===== config.mk =====
export PLATFORM = sky130hd
export DESIGN_NAME = nlc_scheduler
export DESIGN_NICKNAME = d
export VERILOG_FILES = /design/src/hdl/nlc_pkg.sv /design/src/hdl/nlc_scheduler.sv
export VERILOG_INCLUDE_DIRS = /design/src /design/src/hdl
export SDC_FILE = /design/constraint.sdc
export NUM_CORES = 1
export LEC_CHECK = 0
export BUFFER_PORTS_ARGS = -buffer_cell sky130_fd_sc_hd__buf_2
export CORE_AREA = 5 5 66 68
export CTS_CLUSTER_SIZE = 24
export DETAILED_ROUTE_END_ITERATION = 8
export DIE_AREA = 0 0 71 73
export GPL_TIMING_DRIVEN = 0
export PLACE_DENSITY_LB_ADDON = 0.08
export SLEW_MARGIN = 25
export SYNTH_ARGS = -nofsm -noshare
export SYNTH_HDL_FRONTEND = slang
export SYNTH_SLANG_ARGS = --single-unit

===== constraint.sdc =====
create_clock -name clk -period 2.1 [get_ports clk]
set_clock_uncertainty 0.2 [all_clocks]
set_input_delay 0.105 -clock clk [delete_from_list [all_inputs] [get_ports clk]]
set_output_delay 0.105 -clock clk [all_outputs]
set_load 0.05 [all_outputs]

===== src/hdl/nlc_cfg.svh =====
`ifndef NLC_CFG_SVH
`define NLC_CFG_SVH

// sensor channels handled per batch
`define NLC_CHANNELS 16

// raw adc sample and corrected sample width
`define NLC_SAMPLE_W 21

// word width of the external arithmetic units
`define NLC_WORD_W 32

// fifth-order correction polynomial, six coefficients
`define NLC_ORDER 5

`endif


===== src/hdl/nlc_pkg.sv =====
`default_nettype none

`include "nlc_cfg.svh"

package nlc_pkg;

  typedef logic [`NLC_SAMPLE_W-1:0] sample_t;
  typedef logic [`NLC_WORD_W-1:0] word_t;

  // wide enough for NLC_CHANNELS
  typedef logic [3:0] ch_idx_t;

  // coefficient index 0 to NLC_ORDER
  typedef logic [2:0] order_t;

  typedef enum logic [1:0] {
    ph_idle,
    ph_normalize,
    ph_horner,
    ph_convert_out
  } phase_t;

  typedef logic [`NLC_CHANNELS-1:0][`NLC_SAMPLE_W-1:0] sample_arr_t;
  typedef logic [`NLC_CHANNELS-1:0][`NLC_WORD_W-1:0] word_arr_t;
  typedef logic [`NLC_CHANNELS-1:0][`NLC_ORDER:0][`NLC_WORD_W-1:0] coeff_arr_t;

endpackage

`default_nettype wire


===== src/hdl/nlc_scheduler.sv =====
`timescale 1ns/1ps
`default_nettype none

`include "nlc_cfg.svh"

module nlc_scheduler import nlc_pkg::*; (
  input  wire     clk,
  input  wire     rst,
  input  wire     srdyi,
  input  wire     conv_in_done,
  input  wire     add_done,
  input  wire     mul_done,
  input  wire     conv_out_done,
  output logic    accept,
  output logic    srdyo,
  output logic    conv_in_start,
  output logic    add_start,
  output logic    mul_start,
  output logic    conv_out_start,
  output logic    norm_we,
  output logic    acc_we,
  output logic    xlin_we,
  output phase_t  phase,
  output order_t  coeff_sel,
  output ch_idx_t conv_ch,
  output ch_idx_t add_ch,
  output ch_idx_t mul_ch,
  output ch_idx_t out_ch,
  output ch_idx_t wr_ch
);

  localparam int CNT_W = $clog2(`NLC_CHANNELS) + 1;
  localparam logic [CNT_W-1:0] CH_CNT = CNT_W'(`NLC_CHANNELS);
  localparam logic [CNT_W-1:0] CH_LAST = CNT_W'(`NLC_CHANNELS - 1);
  localparam order_t FIRST_ROUND = order_t'(`NLC_ORDER - 1);

  // issue counters, one per unit
  logic [CNT_W-1:0] conv_cnt;
  logic [CNT_W-1:0] add_cnt;
  logic [CNT_W-1:0] mul_cnt;
  logic [CNT_W-1:0] out_cnt;
  // results written back in the current phase or round
  logic [CNT_W-1:0] wr_cnt;

  order_t round;
  logic   start_batch;
  logic   wr_fire;
  logic   last_wr;
  logic   clr_cnt;

  assign accept      = (phase == ph_idle);
  assign start_batch = accept && srdyi;

  assign wr_fire = norm_we || acc_we || xlin_we;
  assign last_wr = wr_fire && (wr_cnt == CH_LAST);
  assign clr_cnt = start_batch || last_wr;

  assign coeff_sel = round;
  assign conv_ch   = ch_idx_t'(conv_cnt);
  assign add_ch    = ch_idx_t'(add_cnt);
  assign mul_ch    = ch_idx_t'(mul_cnt);
  assign out_ch    = ch_idx_t'(out_cnt);
  assign wr_ch     = ch_idx_t'(wr_cnt);

  // results return in order, so a done launches the next step at once
  always_comb begin
    conv_in_start  = 1'b0;
    add_start      = 1'b0;
    mul_start      = 1'b0;
    conv_out_start = 1'b0;
    norm_we        = 1'b0;
    acc_we         = 1'b0;
    xlin_we        = 1'b0;
    case (phase)
      ph_normalize: begin
        conv_in_start = (conv_cnt < CH_CNT);
        add_start     = conv_in_done;
        mul_start     = add_done;
        norm_we       = mul_done;
      end
      ph_horner: begin
        mul_start = (mul_cnt < CH_CNT);
        add_start = mul_done;
        acc_we    = add_done;
      end
      ph_convert_out: begin
        conv_out_start = (out_cnt < CH_CNT);
        xlin_we        = conv_out_done;
      end
      default: begin
      end
    endcase
  end

  always_ff @(posedge clk) begin
    if (rst || clr_cnt) begin
      conv_cnt <= '0;
      add_cnt  <= '0;
      mul_cnt  <= '0;
      out_cnt  <= '0;
      wr_cnt   <= '0;
    end else begin
      if (conv_in_start) begin
        conv_cnt <= conv_cnt + 1'b1;
      end
      if (add_start) begin
        add_cnt <= add_cnt + 1'b1;
      end
      if (mul_start) begin
        mul_cnt <= mul_cnt + 1'b1;
      end
      if (conv_out_start) begin
        out_cnt <= out_cnt + 1'b1;
      end
      if (wr_fire) begin
        wr_cnt <= wr_cnt + 1'b1;
      end
    end
  end

  always_ff @(posedge clk) begin
    if (rst) begin
      phase <= ph_idle;
      round <= FIRST_ROUND;
      srdyo <= 1'b0;
    end else begin
      case (phase)
        ph_idle: begin
          if (srdyi) begin
            phase <= ph_normalize;
            round <= FIRST_ROUND;
            srdyo <= 1'b0;
          end
        end
        ph_normalize: begin
          if (last_wr) begin
            phase <= ph_horner;
          end
        end
        ph_horner: begin
          // round ends once every accumulator is back
          if (last_wr) begin
            if (round == '0) begin
              phase <= ph_convert_out;
            end else begin
              round <= round - 1'b1;
            end
          end
        end
        default: begin
          if (last_wr) begin
            phase <= ph_idle;
            srdyo <= 1'b1;
          end
        end
      endcase
    end
  end

  a_conv_in_pending: assert property (
    @(posedge clk) disable iff (rst)
    conv_in_done |-> (phase == ph_normalize) && (add_cnt < conv_cnt)
  ) else $error("conv_in_done without pending conversion");

  a_add_pending: assert property (
    @(posedge clk) disable iff (rst)
    add_done |-> ((phase == ph_normalize) && (mul_cnt < add_cnt)) ||
                 ((phase == ph_horner) && (wr_cnt < add_cnt))
  ) else $error("add_done without pending add");

  a_mul_pending: assert property (
    @(posedge clk) disable iff (rst)
    mul_done |-> ((phase == ph_normalize) && (wr_cnt < mul_cnt)) ||
                 ((phase == ph_horner) && (add_cnt < mul_cnt))
  ) else $error("mul_done without pending multiply");

  a_conv_out_pending: assert property (
    @(posedge clk) disable iff (rst)
    conv_out_done |-> (phase == ph_convert_out) && (wr_cnt < out_cnt)
  ) else $error("conv_out_done without pending conversion");

  a_srdyo_idle: assert property (
    @(posedge clk) disable iff (rst)
    srdyo |-> (phase == ph_idle)
  ) else $error("srdyo high while busy");

endmodule

`default_nettype wire


==> summary.md, run 1 <==
| Metric | Value |
|---|---|
| Core Area | `3800 µm²` |
| PD cells | `1040 nW/µm²` |
| Final Max Tran Viols | `0` |
| DRC errors left | `0` |
| H-tree levels | `2` |
| CP Launch Type | `register` |
| Vias in the first global route | `1,303` |
| DR vias/cell | `4.84` |
| Initial drt markers | `34` |
| Met3 WL | `168 µm` |
| Critical path class | `reg -> out` |
| Site row count | `23` |
| Final core utilization | `54.8%` |
| Family with the most delay on the worst path | `buffers and inverters` |
| Hold Crit Class | `in -> reg` |
| I/O Pins | `41` |
| Hold path startpoint | `srdyi` |
| IO Port Bufs | `40` |
| Fin crit share | `94.9%` |
| Largest net degree at the start of global routing | `13` |
| Global Route Usage Sum | `13.9%` |
| Sequential area share after synthesis | `36.4%` |
| RSZ-0062 raised after global routing | `false` |
| Wirelength, routed | `3.42 mm` |
| Grt ovf | `0` |
| Synth Instances | `184` |
| Fill cells | `385` |
| Worst-Margin Slew | `0.310 ns` |
| Area Overhead vs Synth | `26.2%` |
| Die Y | `73 µm` |
| Total number of yosys warnings | `0` |
| Wire per inst | `12.0 µm` |
| Antenna violations before repair | `0` |
| Worst skew pair latency | `0.28 ns` |
| Hold_ws | `0.0301 ns` |
| #FFs+latches synth | `30` |
| Routed wl met2 | `1.75 mm` |
| First-pass GRT wire length | `5.73 mm` |
| Post-synth top area share | `36.4%` |
| Final Hold Fails | `0` |
| Die X | `71 µm` |
| WP data required | `1.79 ns` |
| TritonCTS clock tree | `done` |
| Slew HR | `79.3%` |
| Diode count | `0` |
| Initial core utilization | `43.4%` |
| Endpoints failing setup | `0` |
| Post-synth EDFFs | `0` |
| Crit path from | `phase[0]` |
| Num CTS Buffers | `5` |
| Buf/Inv on CP | `4` |
| Critical path arrival | `1.69 ns` |
| Worst path max stage delay | `0.40 ns` |
| Crit-path cells | `inv_4 > ha_1 > clkbuf_2 > nand2_1 > inv_1 > clkbuf_4` |
| Cell variety after synth | `40` |
| Area leader, netlist | `dfxtp_1` |
| Top FF cell, synth | `dfxtp_1` |
| Met1 WL | `1.45 mm` |
| CTS sink count | `30` |
| Share of layout cells above drive strength 1 | `33.8%` |
| Synthesized area | `1650 µm²` |
| RePlAce Congestion | `0.841` |
| Sequential Area | `608 µm²` |
| Final nets | `252` |
| Ys async rst share | `0%` |
| Area of the multi-input gates | `897 µm²` |
| CP max stage cell | `dfxtp_4` |
| Die ar. | `5180 µm²` |
| Crit Path Max Fanout | `10` |
| Vias post-DR | `1,374` |
| Min cycle time layout | `1.99 ns` |
| Tot Pwr | `0.00216 W` |
| Outcome | `completed` |
| CTS Root Cell | `clkbuf_8` |
| CTS Buffer Depth | `2` |
| Pre-antenna DRT Iters | `4` |
| Top routing layer in use | `met4` |
| Mapped Avg Cell Area | `8.96 µm²` |
| Syn nets | `203` |
| LEAKAGE | `0.981 nW` |
| Setup TNS | `0 ns` |
| DP HPWL | `2.67 mm` |
| Synth area leaders | `dfxtp_1 36%, ha_1 9.1%, buf_4 7.3%, xor2_1 6.4%, nor2_1 5.5%` |
| FMAX | `0.502 GHz` |
| Reg2reg start | `wr_cnt[0]` |
| Clk slew on worst S/H paths | `0.06 ns` |
| Remaining antenna violation count | `0` |
| Critical path capture point type | `output pin` |
| Max-Cap Viols | `0` |
| Maximum vdd drop | `558 µV` |
## worst reg2reg max path, delay by kind of cell (launching register included)
kind,cells,cell delay (ns)
adders and majority gates,2,0.42
and+or+nand+nor,2,0.27
DFF,1,0.39
AOI/OAI and AO/OA,2,0.59
## cells in the final DEF, fill, tap and decap left out, types with 3 or more instances in the layout
cell type  instances
ha_1              10
nand2b_1           4
clkbuf_1           3
dfxtp_1           28
clkbuf_8           6
nor2_1            24
o211ai_1           4
inv_1              7
nor2b_1            5
and2_1             4
a21oi_1            7
xor2_1            12
buf_2             38
nand2_1            6
and3_1             4
mux2i_1            4
buf_4             18
nand3_1            6
xnor2_1            4
## power by group
part / switching [W] / total, W / internal, W / leakage, nW
logic: 0.000670 / 0.00102 / 0.000346 / 0.689
clock network: 0.000204 / 0.000468 / 0.000264 / 0.0482
registers: 0.0000542 / 0.000671 / 0.000617 / 0.244
total: 0.000929 / 0.00216 / 0.00123 / 0.981
## metal layers
metal / GRT usage, % / vias to the layer above
li1: - / 709
met1: 16.2 / 637
met2: 23.5 / 24
met3: 4.13 / 4
met4: 6.26 / 0
met5: 0 / -
## what timing repair did
action                     4_1_cts  5_1_grt
pin swaps                        1        1
setup endpoints to repair       30       20
hold buffers                     1        0
gates resized for setup          2        4
setup buffers                    1        1
hold endpoints to repair         4        0
## area by class of cell
| type | instances | area share (%) |
|---|---|---|
| repair buffers | 43 | 11.1 |
| well taps | 50 | 3.01 |
| clock inverters | 1 | 0.241 |
| clock buffers | 7 | 4.15 |
| multi-input cells | 123 | 43.1 |
| flip-flops and latches | 30 | 29.2 |
| inverters | 9 | 1.74 |
| plain buffers | 21 | 7.46 |
## worst paths after layout
path	endpoint	slack, ns	cells after the start
worst max-delay path	add_start	0.11	6
worst min-delay path	wr_cnt[3]	0.03	4
worst max register to register	coeff_sel[2]	0.12	6
worst min register to register	wr_cnt[4]	0.27	2
## cells in the mapped netlist, types with 2 or more instances
| cell | n |
|---|---|
| a211oi_1 | 2 |
| a21oi_1 | 7 |
| a41oi_1 | 2 |
| and2_1 | 4 |
| and2b_1 | 2 |
| and3_1 | 4 |
| buf_4 | 16 |
| buf_6 | 2 |
| clkbuf_1 | 4 |
| dfxtp_1 | 30 |
| ha_1 | 12 |
| inv_1 | 9 |
| mux2i_1 | 4 |
| nand2_1 | 6 |
| nand2b_1 | 4 |
| nand3_1 | 6 |
| nand4_1 | 2 |
| nor2_1 | 24 |
| nor2b_1 | 5 |
| o211ai_1 | 4 |
| o21ai_0 | 2 |
| xnor2_1 | 4 |
| xor2_1 | 12 |
## through the flow
stage	worst slack, ns	instances	area (µm²)
after detailed placement	-0.327	274	1950
final	0.106	284	2080
after floorplan	-0.118	184	1690
after CTS	0.0222	283	2060
after global placement	-0.279	274	1950
after global routing	0.000783	284	2080
## flip-flops by register name, summed over array words and instances (netlist names)
signal / flops
srdyo: 1
add_cnt: 4
phase: 2
conv_cnt: 5
out_cnt: 5
mul_cnt: 5
wr_cnt: 5
coeff_sel: 3
## logic make-up after synthesis
group | share of synthesized area [%]
and+or+nand+nor | 19.5
AOI/OAI and AO/OA | 12.4
adders and majority gates | 9.10
muxes | 2.43
DFF | 36.4
buffers and inverters | 11.6
xor gates and xnor gates | 8.50
(Power assumes the default switching activity.)
==> run 2: changes to the inputs <==
- CTS_BUF_LIST: default -> sky130_fd_sc_hd__clkbuf_16
==> summary.md, run 2 (synthesis gave the netlist of run 1 again) <==
| Metric | Value |
|---|---|
| Largest net degree at the start of global routing | `13 (unchanged)` |
| Critical path capture point type | `output pin` |
| Hold Crit Class | `in -> reg` |
| Cell-internal power | `0.00139 W (+13%)` |
| Vias in the first global route | `1,301 (-0.15%)` |
| I/O Pins | `41 (unchanged)` |
| TritonCTS clock tree | `done` |
| Clk slew on worst S/H paths | `0.05 ns (about the same)` |
| CTS Buffer Depth | `2 (unchanged)` |
| First-pass GRT wire length | `5.76 mm (+0.49%)` |
| Worst-case reg-to-reg path depth | `6 (unchanged)` |
| CP max stage cell | `dfxtp_4` |
| Area Overhead vs Synth | `29.0%` |
| Fin cells | `284 (unchanged)` |
| Top routing layer in use | `met4` |
| Post-placement cell count | `274 (unchanged)` |
| Fin crit share | `94.4% (-0.57 points)` |
| FMAX | `0.505 GHz (+0.60%)` |
| RSZ-0062 raised after global routing | `false` |
| Max-Cap Viols | `0 (unchanged)` |
| Die Y | `73 µm (unchanged)` |
| Final core utilization | `56.0% (+1.2 points)` |
| Global Route Usage Sum | `14.3% (+0.41 points)` |
| Initial core utilization | `43.4% (unchanged)` |
| Hold depth | `4 (unchanged)` |
| Die X | `71 µm (unchanged)` |
| DRC errors left | `0 (unchanged)` |
| Vias post-DR | `1,363 (-0.80%)` |
| Initial drt markers | `54 (+59%)` |
| RePlAce Congestion | `0.841 (unchanged)` |
| Crit Path Max Fanout | `10 (unchanged)` |
| Sequential Power Share | `28.7% (-2.4 points)` |
| Die ar. | `5180 µm² (unchanged)` |
| Combinational share of power | `43.4% (-3.7 points)` |
| Routed wl met2 | `1.80 mm (+3.2%)` |
| Most frequent cells in the layout | `38 x buf_2, 28 x dfxtp_1, 24 x nor2_1` |
| Num CTS Buffers | `5 (unchanged)` |
| Pre-antenna DRT Iters | `4 (unchanged)` |
| Outcome | `completed` |
| CP Depth | `6 (unchanged)` |
| IO Port Bufs | `40 (unchanged)` |
| Final nets | `252 (unchanged)` |
| Critical path class | `reg -> out` |
| H-tree levels | `2 (unchanged)` |
| WP data required | `1.79 ns (about the same)` |
| Min cycle time layout | `1.98 ns (-0.0119 ns)` |
| Final Max Tran Viols | `0 (unchanged)` |
| Remaining antenna violation count | `0 (unchanged)` |
| Worst skew pair latency | `0.27 ns (about the same)` |
| LEAKAGE | `1.00 nW (+2.5%)` |
| Final Hold Fails | `0 (unchanged)` |
| Clk pwr share | `27.8% (+6.1 points)` |
| NetSw | `0.000950 W (+2.3%)` |
| CP Launch Type | `register` |
| Share of layout cells above drive strength 1 | `33.3% (-0.43 points)` |
| CTS sink count | `30 (unchanged)` |
| Worst-Margin Slew | `0.303 ns (-0.00681 ns)` |
| Critical path arrival | `1.68 ns (about the same)` |
| Buf/Inv on CP | `4 (unchanged)` |
| Diode count | `0 (unchanged)` |
| Worst path max stage delay | `0.39 ns (about the same)` |
| CTS Root Cell | `clkbuf_16` |
| PD cells | `1100 nW/µm² (+6.2%)` |
| DR vias/cell | `4.80 (-0.80%)` |
| DP Worst Slack | `-0.327 ns (unchanged)` |
| Sw Share | `40.6% (-2.5 points)` |
| Maximum vdd drop | `534 µV (-4.2%)` |
| Wirelength, routed | `3.48 mm (+1.6%)` |
| Reg2reg setup slack | `0.15 ns (+0.03 ns)` |
| Slew HR | `79.8% (+0.45 points)` |
| Antenna violations before repair | `0 (unchanged)` |
| Crit-path cells | `inv_4 > ha_1 > clkbuf_2 > nand2_1 > inv_1 > clkbuf_4` |
| Most common cell after layout, fill and taps aside | `buf_2` |
| Met3 WL | `178 µm (+6.0%)` |
| DP HPWL | `2.67 mm (unchanged)` |
| Final worst setup slack | `0.118 ns (+0.0119 ns)` |
| Endpoints failing setup | `0 (unchanged)` |
| Met1 WL | `1.46 mm (+0.90%)` |
| Wire per inst | `12.2 µm (+1.6%)` |
| Site row count | `23 (unchanged)` |
| Grt ovf | `0 (unchanged)` |
| Family with the most delay on the worst path | `buffers and inverters` |
| Core Area | `3800 µm² (unchanged)` |
-- run 2: final cells by class --
type	instances	area, µm²
Clock buffer	5	125
Buffer	21	155
Clock inverter	3	12.5
Multi-Input combinational cell	123	897
Timing Repair Buffer	43	230
Tap cell	50	62.6
Fill cell	381	1670
Sequential cell	30	608
Inverter	9	36.3
-- run 2: metrics by stage --
stage | setup TNS, ns | area, µm² | hold WS, ns | power, W
2_1_floorplan | -2.14 | 1690 | -0.0326 | 0.00144
3_3_place_gp | -6.75 | 1950 | 0.159 | 0.00162
3_5_place_dp | -7.78 | 1950 | 0.169 | 0.00164
4_1_cts | 0 | 2100 | 0.0359 | 0.00233
5_1_grt | 0 | 2130 | 0.0703 | 0.00249
6_report | 0 | 2130 | 0.0406 | 0.00234
-- run 2: worst reg2reg max path, delay by kind of cell (launching register included) --
kind / cells / cell delay (ns)
AOI/OAI and AO/OA: 2 / 0.57
adders and majority gates: 2 / 0.41
DFF: 1 / 0.39
and+or+nand+nor: 2 / 0.27
-- run 2: what timing repair did --
action	in CTS	in global routing
resized for setup	2	4
pin swaps	1	1
hold buffers	1	0
setup endpoints to repair	30	17
buffers inserted	1	1
hold endpoints to repair	3	0
-- run 2: worst paths after layout --
kind                                      to  startpoint
worst max-delay path               add_start    phase[0]
worst min-delay path               wr_cnt[3]       srdyi
worst max register to register  coeff_sel[2]   wr_cnt[0]
worst min register to register     wr_cnt[4]   wr_cnt[4]
-- run 2: power by group through the flow --
stage | combinational (W) | clock (W) | sequential (W)
3_5_place_dp | 0.000958 | 0 | 0.000685
3_3_place_gp | 0.000943 | 0 | 0.000681
2_1_floorplan | 0.000704 | 0 | 0.000734
6_report | 0.00102 | 0.000651 | 0.000673
5_1_grt | 0.00110 | 0.000705 | 0.000679
4_1_cts | 0.000981 | 0.000674 | 0.000674
-- run 2: per-layer routing --
layer | global-route usage [%] | up-vias
met5 | 0 | -
met4 | 7.10 | 0
met3 | 5.37 | 4
met2 | 23.6 | 23
met1 | 16.2 | 623
li1 | - | 713
==> run 3: changes to the inputs <==
- CORE_AREA: 5 5 66 68 -> 5 5 81 83
- CTS_BUF_LIST: sky130_fd_sc_hd__clkbuf_16 -> sky130_fd_sc_hd__clkbuf_8
- DIE_AREA: 0 0 71 73 -> 0 0 86 88
==> summary.md, run 3 (synthesis gave the netlist of run 1 again) <==
| Metric | Value |
|---|---|
| Clk slew on worst S/H paths | `0.06 ns (about the same)` |
| Hold_ws | `0.0537 ns (+0.0131 ns)` |
| Antenna violations before repair | `0 (unchanged)` |
| Final Hold Fails | `0 (unchanged)` |
| Largest net degree at the start of global routing | `13 (unchanged)` |
| Post-placement cell count | `299 (+9.1%)` |
| WP data required | `2.07 ns (+0.28 ns)` |
| Worst-Margin Slew | `0.412 ns (+0.109 ns)` |
| Initial drt markers | `45 (-17%)` |
| Wire per inst | `11.5 µm (-5.8%)` |
| Num CTS Buffers | `5 (unchanged)` |
| Vias post-DR | `1,362 (-0.073%)` |
| Worst skew pair latency | `0.27 ns (about the same)` |
| Fin crit share | `94.8% (+0.46 points)` |
| Crit Path Max Fanout | `12 (+2)` |
| CP Launch Type | `register` |
| RePlAce Congestion | `0.724 (-14%)` |
| CP max stage cell | `a222oi_1` |
| Post-DP Area | `1980 µm² (+1.6%)` |
| DP Worst Slack | `-0.363 ns (-0.0361 ns)` |
| Core Area | `5780 µm² (+52%)` |
| Vias in the first global route | `1,263 (-2.9%)` |
| Hold Crit Class | `in -> reg` |
| Fin cells | `308 (+8.5%)` |
| Global Route Usage Sum | `10.0% (-4.3 points)` |
| Diode count | `0 (unchanged)` |
| Maximum vdd drop | `328 µV (-39%)` |
| CTS Buffer Depth | `2 (unchanged)` |
| Pre-antenna DRT Iters | `4 (unchanged)` |
| Met1 WL | `1.65 mm (+13%)` |
| Site row count | `28 (+22%)` |
| Area Overhead vs Synth | `28.0%` |
| Critical path arrival | `1.96 ns (+0.28 ns)` |
| Grt ovf | `0 (unchanged)` |
| Initial core utilization | `28.5% (-15 points)` |
| Routed wl met2 | `1.61 mm (-10%)` |
| Endpoints failing setup | `0 (unchanged)` |
| Final nets | `253 (+0.40%)` |
| DRC errors left | `0 (unchanged)` |
| Top routing layer in use | `met4` |
| Reg2reg setup slack | `0.11 ns (-0.04 ns)` |
| CTS sink count | `30 (unchanged)` |
| FMAX | `0.502 GHz (-0.49%)` |
| Outcome | `completed` |
| Met3 WL | `229 µm (+29%)` |
| Slew HR | `72.5% (-7.3 points)` |
| Final Instance Area | `2110 µm² (-0.76%)` |
| RSZ-0062 raised after global routing | `false` |
| Die Y | `88 µm (+21%)` |
| LEAKAGE | `0.980 nW (-2.5%)` |
| IO Port Bufs | `40 (unchanged)` |
| Remaining antenna violation count | `0 (unchanged)` |
| Die ar. | `7570 µm² (+46%)` |
| Share of layout cells above drive strength 1 | `33.9% (+0.57 points)` |
| Critical path class | `reg -> reg` |
| Final core utilization | `36.5% (-19 points)` |
| Critical path capture point type | `register` |
| Min cycle time layout | `1.99 ns (+0.00974 ns)` |
| First-pass GRT wire length | `6.00 mm (+4.2%)` |
| Final worst setup slack | `0.108 ns (-0.00974 ns)` |
| CTS Root Cell | `clkbuf_8` |
| Max-Cap Viols | `0 (unchanged)` |
| Final Max Tran Viols | `0 (unchanged)` |
| Wirelength, routed | `3.55 mm (+2.1%)` |
| Worst path max stage delay | `0.43 ns (+0.04 ns)` |
| I/O Pins | `41 (unchanged)` |
| DR vias/cell | `4.42 (-7.9%)` |
| Most frequent cells in the layout | `38 x buf_2, 28 x dfxtp_1, 24 x nor2_1` |
| Crit-path cells | `inv_4 > ha_4 > a222oi_1 > buf_4 > and2b_1 > xnor2_1 > nor2_1` |
| PD cells | `1020 nW/µm² (-7.7%)` |
| Die X | `86 µm (+21%)` |
| H-tree levels | `2 (unchanged)` |
| TritonCTS clock tree | `done` |
| DP HPWL | `2.72 mm (+1.9%)` |
| Most common cell after layout, fill and taps aside | `buf_2` |
run 3: changes by cell type in the layout (fill, tap and decap cells not counted), sizes merged:
cell	change
clkinv	-2
buf	+1
clkbuf	+1
inv	-1
run 3: per-stage QoR:
stage | TNS [ns] | total power (W)
floorplan | -2.14 | 0.00144
global placement | -9.05 | 0.00165
detailed placement | -9.27 | 0.00165
CTS | 0 | 0.00214
global route | 0 | 0.00230
finish | 0 | 0.00214
run 3: cell type report:
| class | instances | area [µm²] |
|---|---|---|
| multi-input cells | 123 | 897 |
| fillers | 629 | 3670 |
| plain buffers | 21 | 155 |
| well taps | 75 | 93.8 |
| inverters | 9 | 36.3 |
| flip-flops and latches | 30 | 608 |
| repair buffers | 44 | 238 |
| clock buffers | 6 | 82.6 |
run 3: path summary, 6_finish.rpt:
kind / start / cells after the start / endpoint
worst max-delay path: phase[0] / 7 / wr_cnt[2]
worst min-delay path: srdyi / 4 / add_cnt[1]
worst max register to register: phase[0] / 7 / wr_cnt[2]
worst min register to register: wr_cnt[4] / 2 / wr_cnt[4]
run 3: repair_timing:
action | in CTS | in global routing
hold buffers | 1 | 0
cloned | 0 | 0
setup buffers | 1 | 2
gates resized for setup | 2 | 4
hold endpoints to repair | 4 | 0
endpoints found under the setup margin | 32 | 7
pin swaps | 1 | 1
run 3: worst max-delay path, delay by kind of cell, from the launching register on:
kind | cells | cell delay [ns]
compound gates | 1 | 0.43
xor+xnor | 1 | 0.15
fa+ha+maj | 1 | 0.20
buf+inv | 2 | 0.27
flops | 1 | 0.40
simple gates | 2 | 0.24
run 3: layer usage:
metal  global-route usage [%]  vias to the layer above
met5                        0                        -
met4                     4.32                        0
met3                     3.76                        6
met2                     16.0                       28
met1                     12.1                      614
li1                         -                      714
run 3: power by group:
| part | total, W | switching [W] | internal, W |
|---|---|---|---|
| logic | 0.00102 | 0.000669 | 0.000355 |
| clock network | 0.000451 | 0.000199 | 0.000252 |
| registers | 0.000669 | 0.0000521 | 0.000617 |
| total | 0.00214 | 0.000920 | 0.00122 |
